<file path="src/rtl/tinker_pkg.sv">
// Tinker core shared definitions
`default_nettype none

package tinker_pkg;

    // --------------------------------------------------
    // Widths and sizes
    // --------------------------------------------------
    localparam int XLEN      = 64;        // Data word
    localparam int ILEN      = 32;        // Instruction word
    localparam int ADDR_W    = 32;        // PC and byte addresses
    localparam int REG_AW    = 5;         // Register index
    localparam int NUM_REGS  = 32;
    localparam int LIT_W     = 12;        // Literal field
    localparam int MEM_BYTES = 16384;
    localparam int MEM_AW    = $clog2(MEM_BYTES); // Addresses wrap at this width

    localparam logic [ADDR_W-1:0] RESET_PC = 32'h0000_2000;

    // --------------------------------------------------
    // Opcodes, encoded in bits 31:27
    // --------------------------------------------------
    typedef enum logic [4:0] {
        OP_AND    = 5'h00,
        OP_OR     = 5'h01,
        OP_XOR    = 5'h02,
        OP_NOT    = 5'h03,
        OP_SHFTR  = 5'h04,
        OP_SHFTRI = 5'h05,
        OP_SHFTL  = 5'h06,
        OP_SHFTLI = 5'h07,
        OP_BR     = 5'h08,
        OP_BRR_R  = 5'h09,  // PC relative, offset in rd
        OP_BRR_L  = 5'h0a,  // PC relative, offset in L
        OP_BRNZ   = 5'h0b,
        OP_BRGT   = 5'h0e,
        OP_HALT   = 5'h0f,
        OP_LD     = 5'h10,
        OP_MOV_RR = 5'h11,
        OP_MOV_RL = 5'h12,
        OP_ST     = 5'h13,
        OP_ADD    = 5'h18,
        OP_ADDI   = 5'h19,
        OP_SUB    = 5'h1a,
        OP_SUBI   = 5'h1b,
        OP_MUL    = 5'h1c
    } opcode_t;

    // One state per instruction phase, plus the sticky halt
    typedef enum logic [2:0] {
        S_FETCH     = 3'd0,
        S_DECODE    = 3'd1,
        S_EXECUTE   = 3'd2,
        S_MEMORY    = 3'd3,
        S_WRITEBACK = 3'd4,
        S_HALT      = 3'd5
    } state_t;

endpackage

`default_nettype wire

</file>
<file path="src/rtl/tinker_sequencer.sv">
// Tinker state sequencer and PC
`default_nettype none

module tinker_sequencer (
    input  logic                                clk,
    input  logic                                reset,
    input  logic                                halt_decoded,
    input  logic                                pc_load,
    input  logic [tinker_pkg::ADDR_W-1:0]       next_pc,
    output tinker_pkg::state_t                  state,
    output logic [tinker_pkg::ADDR_W-1:0]       pc,
    output logic                                hlt
);
    import tinker_pkg::*;

    state_t state_nx;

    always_comb begin
        case (state)
            S_FETCH:     state_nx = S_DECODE;
            S_DECODE:    state_nx = halt_decoded ? S_HALT : S_EXECUTE;
            S_EXECUTE:   state_nx = S_MEMORY;
            S_MEMORY:    state_nx = S_WRITEBACK;
            S_WRITEBACK: state_nx = S_FETCH;
            default:     state_nx = S_HALT;  // Left only through reset
        endcase
    end

    always_ff @(posedge clk or posedge reset) begin
        if (reset) begin
            state <= S_FETCH;
            pc    <= RESET_PC;
        end else begin
            state <= state_nx;
            if (pc_load) pc <= next_pc;   // End of WRITEBACK only
        end
    end

    assign hlt = (state == S_HALT);

    a_legal_state: assert property (@(posedge clk) disable iff (reset)
        state inside {S_FETCH, S_DECODE, S_EXECUTE, S_MEMORY, S_WRITEBACK, S_HALT})
        else $error("illegal sequencer state %0d", state);

endmodule

`default_nettype wire

</file>
<file path="config.mk">
export PLATFORM = sky130hd
export DESIGN_NAME = tinker_sequencer
export DESIGN_NICKNAME = d
export VERILOG_FILES = /design/src/rtl/tinker_pkg.sv /design/src/rtl/tinker_sequencer.sv
export SDC_FILE = /design/constraint.sdc
export NUM_CORES = 1
export LEC_CHECK = 0
export BUFFER_PORTS_ARGS = -buffer_cell sky130_fd_sc_hd__buf_2
export CAP_MARGIN = 15
export CORE_MARGIN = 3
export CORE_UTILIZATION = 40
export CTS_BUF_LIST = sky130_fd_sc_hd__clkbuf_16
export DETAILED_ROUTE_END_ITERATION = 7
export GPL_TIMING_DRIVEN = 1
export PLACE_DENSITY_LB_ADDON = 0.12
export SETUP_SLACK_MARGIN = 0.2
export SLEW_MARGIN = 20
export SYNTH_ARGS = -nofsm -noshare
export SYNTH_HDL_FRONTEND = slang
export SYNTH_SLANG_ARGS = --single-unit
export TNS_END_PERCENT = 20
</file>
<file path="constraint.sdc">
create_clock -name clk -period 0.9 [get_ports clk]
set_input_delay 0.18 -clock clk [delete_from_list [all_inputs] [get_ports clk]]
set_output_delay 0.18 -clock clk [all_outputs]
set_load 0.005 [all_outputs]
</file>
==> results.toml <==
[routing]
finalWirelength_mm = 3.160
routedWlPerCell_um = 14.11
vias = 1016
drt_iter0_drc = 35
viasPerCell = 4.536
antenna_left = 0
post-route-drc-count = 0
firstDrtPassIters = 4

[global_routing]
grt.met1_usage = 0.1978
grt.met2_usage = 0.2540
grt_max_degree = 18
grt_usage = 0.1597
grt_antenna_before_repair = 0
overflow = 0
grt_pass1_wl_mm = 5.099
grt_pass1_vias = 1070
grt-busiest-layer = "met2"
grt_use_met3 = 0.06122

[floorplanning]
die_area_um2 = 4404
die_h_um = 66.37
core.rowCount = 21
start_util = 0.4267
coreArea_um2 = 3416
die_w_um = 66.37
boundaryPins = 72

[yosys]
synth_flop_cell = "dfrtp_1"
ys_top_cells_by_count = "34 x dfrtp_1, 30 x mux2_4, 3 x buf_6"
netlist_instances = 83
synth-seq-cells = 35
yosysUniqueCellTypes = 14
synth.area.top_cells = "dfrtp_1 58%, mux2_4 31%, buf_6 2.3%"
synth_top_area_cell = "dfrtp_1"
synth_top_cell_area_share = 0.5837
syn-cell-area_um2 = 1458
synth_edf_count = 0
synth_nets = 119
post-synth-top-count-cell = "dfrtp_1"
yosysWarnings = 0
async_reset_ff_frac = 1.000
seq_area_frac_synth = 0.6017
avgSynthCellArea_um2 = 17.56

[min_path]
hp-class = "input pin to async pin"

[worst_setup_path]
start_kind = "register"
path_cells = "nor3b_2, buf_2"
cp_max_fo = 3
crit_type = "register to output port"
cpPeakStageDelay_ns = 0.41
crit_path_end_kind = "output port"
slowest_stage = "dfrtp_1"
required_ns = 0.72
worstPathArrival_ns = 0.99

[sta]
worst-slew-pin-transition_ns = 0.3222
fmax_ghz = 0.8550
setup_slack_ns = -0.2695
fin_hold_ws_ns = -0.1243
period_needed_ns = 1.170
period_share = 1.299
drv_slew = 0
skew_ns = 0.0005772
setup_viol = 39
finalHoldViolations = 9
fin_setup_tns_ns = -3.051
rsz0062_at_grt = "true"
relSlewSlack = 0.7848

[placed_design]
place_congestion = 0.6894
port_buffers = 71
dpl.hpwl_mm = 2.167

[power]
total_power_mw = 4.696
peakVddDrop_mv = 1.175
p_leak_nw = 1.166
power_density_nw_per_um2 = 2122

[run]
maxCapViolCount = 0

[outcome]
status = "complete, but fails checks"
violations = "negative hold slack, negative setup slack"

[cts]
cts_made_buffers = 5
cts_tree = "done"
cts_buffer_depth = 2
clockRootBuffer = "clkbuf_16"
clk_latency_ns = 0.27
ctsHtreeMaxLevel = 2
clkSlewWorstSetupHoldPaths_ns = 0.05
cts_num_sinks = 35

[cells_and_area]
drive_above_1_share = 0.7528
fill_cells = 289
final_nets = 213
syn2layout_area_growth_pct = 51.85
diodes = 0
-- sequential cells by signal (all words and copies together) (netlist names) --
signal	cells
pc	32
state	3
-- logic make-up (layout without fill, tap and decap cells) --
logic type / Yosys count / count (layout) / share of synthesized area
AO/OA/AOI/OAI: 3 / 3 / 0.01116
buffers and inverters: 6 / 101 / 0.03176
flip-flops: 35 / 35 / 0.6017
multiplexers: 32 / 32 / 0.3245
AND/OR/NAND/NOR: 7 / 7 / 0.03089
-- power by group --
group	internal [mW]	total (mW)	switching, mW
Clock	0.993	1.55	0.555
Sequential	1.78	1.90	0.118
Combinational	0.780	1.25	0.469
-- critical path, delay by kind of cell, from the launching register on --
family	cells	cell delay (ns)
DFF	1	0.41
buffers and inverters	1	0.13
and+or+nand+nor	1	0.18
-- through the flow --
step	util	setup slack, ns	std cells	instance area [um^2]
after global routing	0.6480	-0.3299	224	2213
after CTS	0.6407	-0.2793	222	2188
final	0.6480	-0.2695	224	2213
after global placement	0.5674	-0.07028	203	1938
after detailed placement	0.5674	-0.1239	203	1938
after floorplan	-	-0.06227	83	1461
-- cell usage in the layout (no fill, tap or decap) --
cell and count:
inv_1 2, clkbuf_16 5, buf_4 15, dfrtp_1 34
nor2_1 1, mux2_2 2, buf_2 69, nor3b_2 2
mux2_4 30, buf_6 3, nand2b_1 2, nor3_4 1
buf_12 4, or3b_1 1, dfstp_2 1, a21oi_1 1
clkinv_1 2, a31oi_1 1, clkinvlp_4 1, a21oi_2 1
-- cell type report --
cell class	count	area, um^2	share of cell area
inverters	2	11.26	0.005088
clock buffers	5	125.1	0.05653
well taps	46	57.56	0.02600
clock inverters	3	11.26	0.005088
repair buffers	91	571.8	0.2583
flip-flops and latches	35	877.1	0.3963
multi-input cells	42	559.3	0.2527
-- repair_timing --
| item | CTS | global route |
|---|---|---|
| gates resized for setup | 6 | 2 |
| gates cloned | 0 | 0 |
| endpoints found under the hold margin | 9 | 9 |
| setup buffers | 11 | 2 |
| pin swaps | 0 | 2 |
| endpoints found under the setup margin | 71 | 71 |
-- layer usage --
layer	routed length (um)	up-vias
met5	0	-
met4	20	0
met1	1307	493
met3	269	2
li1	-	476
met2	1562	45
-- path summary, 6_finish.rpt --
check	start	end	slack [ns]	cells after the start
setup / recovery	state[1]	hlt	-0.27	2
hold / removal	reset	pc[30]	-0.12	2
setup reg to reg	state[1]	state[1]	-0.21	3
hold reg to reg	pc[20]	pc[20]	0.50	1
max in group asynchronous	reset	state[2]	0.67	3
min in group clk	next_pc[3]	pc[3]	0.14	2
(Power assumes the default switching activity.)
