File: src/rtl/tinker_pkg.sv
// Tinker core shared definitions
`default_nettype none

package tinker_pkg;

    // --------------------------------------------------
    // Widths and sizes
    // --------------------------------------------------
    localparam int XLEN      = 64;        // Data word
    localparam int ILEN      = 32;        // Instruction word
    localparam int ADDR_W    = 32;        // PC and byte addresses
    localparam int REG_AW    = 5;         // Register index
    localparam int NUM_REGS  = 32;
    localparam int LIT_W     = 12;        // Literal field
    localparam int MEM_BYTES = 16384;
    localparam int MEM_AW    = $clog2(MEM_BYTES); // Addresses wrap at this width

    localparam logic [ADDR_W-1:0] RESET_PC = 32'h0000_2000;

    // --------------------------------------------------
    // Opcodes, encoded in bits 31:27
    // --------------------------------------------------
    typedef enum logic [4:0] {
        OP_AND    = 5'h00,
        OP_OR     = 5'h01,
        OP_XOR    = 5'h02,
        OP_NOT    = 5'h03,
        OP_SHFTR  = 5'h04,
        OP_SHFTRI = 5'h05,
        OP_SHFTL  = 5'h06,
        OP_SHFTLI = 5'h07,
        OP_BR     = 5'h08,
        OP_BRR_R  = 5'h09,  // PC relative, offset in rd
        OP_BRR_L  = 5'h0a,  // PC relative, offset in L
        OP_BRNZ   = 5'h0b,
        OP_BRGT   = 5'h0e,
        OP_HALT   = 5'h0f,
        OP_LD     = 5'h10,
        OP_MOV_RR = 5'h11,
        OP_MOV_RL = 5'h12,
        OP_ST     = 5'h13,
        OP_ADD    = 5'h18,
        OP_ADDI   = 5'h19,
        OP_SUB    = 5'h1a,
        OP_SUBI   = 5'h1b,
        OP_MUL    = 5'h1c
    } opcode_t;

    // One state per instruction phase, plus the sticky halt
    typedef enum logic [2:0] {
        S_FETCH     = 3'd0,
        S_DECODE    = 3'd1,
        S_EXECUTE   = 3'd2,
        S_MEMORY    = 3'd3,
        S_WRITEBACK = 3'd4,
        S_HALT      = 3'd5
    } state_t;

endpackage

`default_nettype wire

File: src/rtl/tinker_control.sv
// Tinker decode and control
`default_nettype none

module tinker_control (
    input  logic                                clk,
    input  logic                                reset,
    input  tinker_pkg::state_t                  state,
    input  logic [tinker_pkg::ADDR_W-1:0]       pc,
    input  logic [tinker_pkg::ILEN-1:0]         instr_word,
    input  logic [tinker_pkg::XLEN-1:0]         op_a,       // rs value
    input  logic [tinker_pkg::XLEN-1:0]         op_b,       // rt value
    input  logic [tinker_pkg::XLEN-1:0]         op_d,       // rd value
    input  logic [tinker_pkg::XLEN-1:0]         alu_result,
    input  logic [tinker_pkg::XLEN-1:0]         load_data,
    output tinker_pkg::opcode_t                 opcode,
    output logic [tinker_pkg::LIT_W-1:0]        lit,
    output logic [tinker_pkg::REG_AW-1:0]       rs,
    output logic [tinker_pkg::REG_AW-1:0]       rt,
    output logic [tinker_pkg::REG_AW-1:0]       rd,
    output logic                                halt_decoded,
    output logic                                pc_load,
    output logic [tinker_pkg::ADDR_W-1:0]       next_pc,
    output logic [tinker_pkg::ADDR_W-1:0]       load_addr,
    output logic                                store_we,
    output logic [tinker_pkg::ADDR_W-1:0]       store_addr,
    output logic [tinker_pkg::XLEN-1:0]         store_data,
    output logic                                rf_we,
    output logic [tinker_pkg::REG_AW-1:0]       rf_wa,
    output logic [tinker_pkg::XLEN-1:0]         rf_wd
);
    import tinker_pkg::*;

    logic [ILEN-1:0] ir;        // Instruction register
    logic [XLEN-1:0] result_q;  // ALU or load result, held for writeback
    logic [XLEN-1:0] lit_sx;
    logic [XLEN-1:0] ld_ea;     // rs + L
    logic [XLEN-1:0] st_ea;     // rd + L
    logic            writes_rd;

    // --------------------------------------------------
    // Instruction register and field decode
    // --------------------------------------------------
    always_ff @(posedge clk or posedge reset) begin
        if (reset) begin
            ir <= '0;
        end else if (state == S_FETCH) begin
            ir <= instr_word;
        end
    end

    assign opcode = opcode_t'(ir[31:27]);
    assign rd     = ir[26:22];
    assign rs     = ir[21:17];
    assign rt     = ir[16:12];
    assign lit    = ir[LIT_W-1:0];
    assign lit_sx = {{(XLEN-LIT_W){lit[LIT_W-1]}}, lit};

    assign halt_decoded = (opcode == OP_HALT); // Sampled by the sequencer in DECODE

    // EXECUTE captures the ALU result and MEMORY overrides it for loads
    always_ff @(posedge clk) begin
        if (state == S_EXECUTE) begin
            result_q <= alu_result;
        end else if (state == S_MEMORY && opcode == OP_LD) begin
            result_q <= load_data;
        end
    end

    // --------------------------------------------------
    // Branch resolution
    // --------------------------------------------------
    always_comb begin
        next_pc = pc + 4;  // Also covers dropped and undefined opcodes
        case (opcode)
            OP_BR:    next_pc = op_d[ADDR_W-1:0];
            OP_BRR_R: next_pc = pc + op_d[ADDR_W-1:0];
            OP_BRR_L: next_pc = pc + lit_sx[ADDR_W-1:0];
            OP_BRNZ:  if (op_a != '0) next_pc = op_d[ADDR_W-1:0];
            OP_BRGT:  if ($signed(op_a) > $signed(op_b)) next_pc = op_d[ADDR_W-1:0];
            default:  ;
        endcase
    end

    assign pc_load = (state == S_WRITEBACK);

    // --------------------------------------------------
    // Memory strobes
    // --------------------------------------------------
    assign ld_ea      = op_a + lit_sx;
    assign st_ea      = op_d + lit_sx;
    assign load_addr  = ld_ea[ADDR_W-1:0];
    assign store_addr = st_ea[ADDR_W-1:0];
    assign store_data = op_a;                 // rs is the stored value
    assign store_we   = (state == S_MEMORY) && (opcode == OP_ST);

    // Register writeback for ALU ops and loads
    assign writes_rd = opcode inside {OP_ADD, OP_ADDI, OP_SUB, OP_SUBI, OP_MUL,
                                      OP_AND, OP_OR, OP_XOR, OP_NOT,
                                      OP_SHFTR, OP_SHFTRI, OP_SHFTL, OP_SHFTLI,
                                      OP_MOV_RR, OP_MOV_RL, OP_LD};
    assign rf_we = (state == S_WRITEBACK) && writes_rd;
    assign rf_wa = rd;
    assign rf_wd = result_q;

    // Single-cycle strobes, each followed by the next phase
    a_store_in_mem: assert property (@(posedge clk) disable iff (reset)
        store_we |=> state == S_WRITEBACK) else $error("store not followed by WRITEBACK");
    a_write_in_wb: assert property (@(posedge clk) disable iff (reset)
        rf_we |=> state == S_FETCH) else $error("register write not followed by FETCH");

endmodule

`default_nettype wire

File: config.mk
export PLATFORM = sky130hd
export DESIGN_NAME = tinker_control
export DESIGN_NICKNAME = d
export VERILOG_FILES = /design/src/rtl/tinker_pkg.sv /design/src/rtl/tinker_control.sv
export SDC_FILE = /design/constraint.sdc
export NUM_CORES = 1
export LEC_CHECK = 0
export ABC_CLOCK_PERIOD_IN_PS = 6880
export BUFFER_PORTS_ARGS = -buffer_cell sky130_fd_sc_hd__buf_2
export CORE_AREA = 2 2 256 258
export DETAILED_ROUTE_END_ITERATION = 10
export DIE_AREA = 0 0 258 260
export GPL_TIMING_DRIVEN = 0
export HOLD_SLACK_MARGIN = 0.02
export PLACE_DENSITY = 0.47
export SYNTH_ARGS = -nofsm -noshare
export SYNTH_HDL_FRONTEND = slang
export SYNTH_SLANG_ARGS = --single-unit
File: constraint.sdc
create_clock -name clk -period 6.88 [get_ports clk]
set_input_delay 0.344 -clock clk [delete_from_list [all_inputs] [get_ports clk]]
set_output_delay 0.344 -clock clk [all_outputs]
set_load 0.005 [all_outputs]
==> results.ini <==
[setup_path]
crit_buf_inv = 2
crit_required_ps = 6540
crit_fanout = 10
worst_setup_path_start_kind = flip-flop
slowest_stage = dfrtp_1
critical-path-top-delay-family = compound AO/OA/AOI/OAI gates
critPathCaptureType = primary output
crit_type = flip-flop to primary output
cp_cell_sequence = nor3b_2, nand3b_1, clkbuf_1, mux2_2, ha_1, fa_1, a211oi_1, o21ai_0, a41o_1, o211ai_1, o2bb2ai_2, o21ai_1, o41ai_1, xor2_1, o221ai_1, buf_2
worstPathArrival_ps = 5940
max_stage_delay_ps = 600

[clock_network]
cts_root_buf = clkbuf_16
cts_buffers = 9
clock-sinks = 96
clk_pin_slew_ps = 80
cts-resized-gates = 0
hold_buffers = 1
post-cts-setup-buffers = 0
htree_levels = 3
clkLatencyLatePin_ps = 390
cts_tree = built
clockBufferDepth = 2

[place]
place_inst = 2981
gp_congestion = 0.935
dp.final_hpwl_um = 55800
portBuffers = 621

[detailed_routing]
drc = 0
wl_met1_um = 26800
ant_nets = 0
drt_pass1_iterations = 5
met3_length_um = 5420
dr_wl_met2_um = 31400
vias_per_cell = 4.85
drt_wl_total_um = 65500
drt_iter0_drc = 890
top_layer = met5
wire_per_inst_um = 21.8
via_count = 14556

[hold_path]
hp-class = input pin to flip-flop

[synth]
yosysMostFrequentCell = ha_1
syn_avg_cell_area_um2 = 8.74
synth_top_cells_by_area = ha_1, edfxtp_1, mux2_2, dfrtp_1, xnor2_1
ys_types = 85
synth_ff_type = edfxtp_1
synth_area_um2 = 13100
yosysTopAreaCellShare = 0.152
synth_commonest_cells = ha_1, mux2_2, inv_1, a21oi_1, nand2_1
synthCells = 1502
synth-async-reset-ratio = 0.333
ys_warn_count = 0
synth_nets = 2053
synth_top_cell_by_area = ha_1
synth_edf_count = 64
ys_seq_elements = 96
ys_seq_area_frac = 0.207

[global_route]
antenna_found_initial = 12
first_global_vias = 14475
grt_first_pass_wirelength_um = 93000
grt_overflow = 0
grt_max_degree = 65
track_usage = 0.187

[floorplan]
die_h_um = 260
io_pins = 654
core_um2 = 64100
initial_utilization = 0.205
num_rows = 93
die_area_um2 = 67100
die_w_um = 258

[run_status]
status = finished, final reports clean

[sta]
fin_crit_ps = 6280
slew_headroom = 0.387
fin_tns_setup_ps = 0
clock.fmax_mhz = 159
fin_crit_sh = 0.913
rsz0062_at_grt = no
finClkSkew_ps = 15.2
worst_pin_slew_ps = 919
slew_viol_final = 0
hold_violations = 0
hold_ws_ps = 167
setup_violations = 0

[power_and_ir_drop]
power_leakage_nw = 8.56
power-per-cell-area_nw_per_um2 = 192
ir_drop_mv = 0.116

[final_layout]
finalNonFillerCells = 3004
fin_nets = 2689
syn2layout_area_growth_pct = 34.9
final_layout_size_suffix_gt1_frac = 0.399

[run]
drv_cap = 0

path summary, 6_finish.rpt:
path	startpoint	endpoint	slack, ps	cells past startpoint
max	ir[30]	next_pc[30]	600	16
max in group asynchronous	reset	ir[11]	6080	4
min in group asynchronous	reset	ir[14]	380	3
min reg2reg	ir[20]	ir[20]	500	1
max reg2reg	ir[31]	rf_wd[28]	4310	4
min	instr_word[1]	ir[1]	170	3
cells by family after synthesis:
kind of cell	Yosys count	share of synthesized area
muxes	136	0.114
adders and majority gates	162	0.156
xor gates and xnor gates	103	0.0687
AOI/OAI and AO/OA	426	0.224
buffers and inverters	220	0.0850
and+or+nand+nor	359	0.144
DFF	96	0.207
registers in the layout (all words and copies together), names as in the netlist:
signal / flops
ir: 32
rf_wd: 64
routing by layer:
metal | GRT usage | up-vias
met3 | 0.0509 | 96
met4 | 0.0617 | 14
met5 | 0 | -
met1 | 0.222 | 6853
li1 | - | 6894
met2 | 0.323 | 699
cell type report:
cell class | count | area, µm²
inverters | 106 | 398
diodes | 6 | 15.0
clock buffers | 9 | 225
repair buffers | 625 | 3170
plain buffers | 114 | 718
clock inverters | 7 | 81.3
flip-flops and latches | 96 | 2720
well taps | 855 | 1070
fillers | 7010 | 46400
multi-input cells | 1186 | 9300
report_power, final:
| group | internal (mW) | leakage [nW] | switching, mW | total, mW |
|---|---|---|---|---|
| combinational | 0.914 | 7.44 | 1.19 | 2.10 |
| sequential | 0.671 | 0.967 | 0.0797 | 0.751 |
| clock | 0.260 | 0.150 | 0.283 | 0.543 |
through the flow:
| step | cell area (µm²) | util | power (mW) | setup slack, ps |
|---|---|---|---|---|
| 6_report | 17700 | 0.276 | 3.39 | 598 |
| 3_5_place_dp | 17400 | 0.271 | 2.86 | 1080 |
| 5_1_grt | 17700 | 0.276 | 3.65 | 255 |
| 2_1_floorplan | 13100 | - | 1.93 | 2470 |
| 4_1_cts | 17700 | 0.276 | 3.43 | 594 |
| 3_3_place_gp | 17300 | 0.270 | 2.84 | 842 |
cells in the final DEF (no fill, tap or decap), drive strengths merged, types with 46 or more instances in the layout:
cell type / Yosys / final
nand2: 83 / 83
xnor2: 61 / 61
buf: 77 / 701
edfxtp: 64 / 64
ha: 159 / 159
nor2: 69 / 69
clkbuf: 37 / 46
o21ai: 68 / 68
a21oi: 103 / 103
inv: 106 / 109
mux2: 111 / 111
a21o: 66 / 66
worst min-delay path: stages:
cell and delay [ps]:
buf_2 70, nand2_1 30, o21ai_0 50
(Power assumes the default switching activity.)
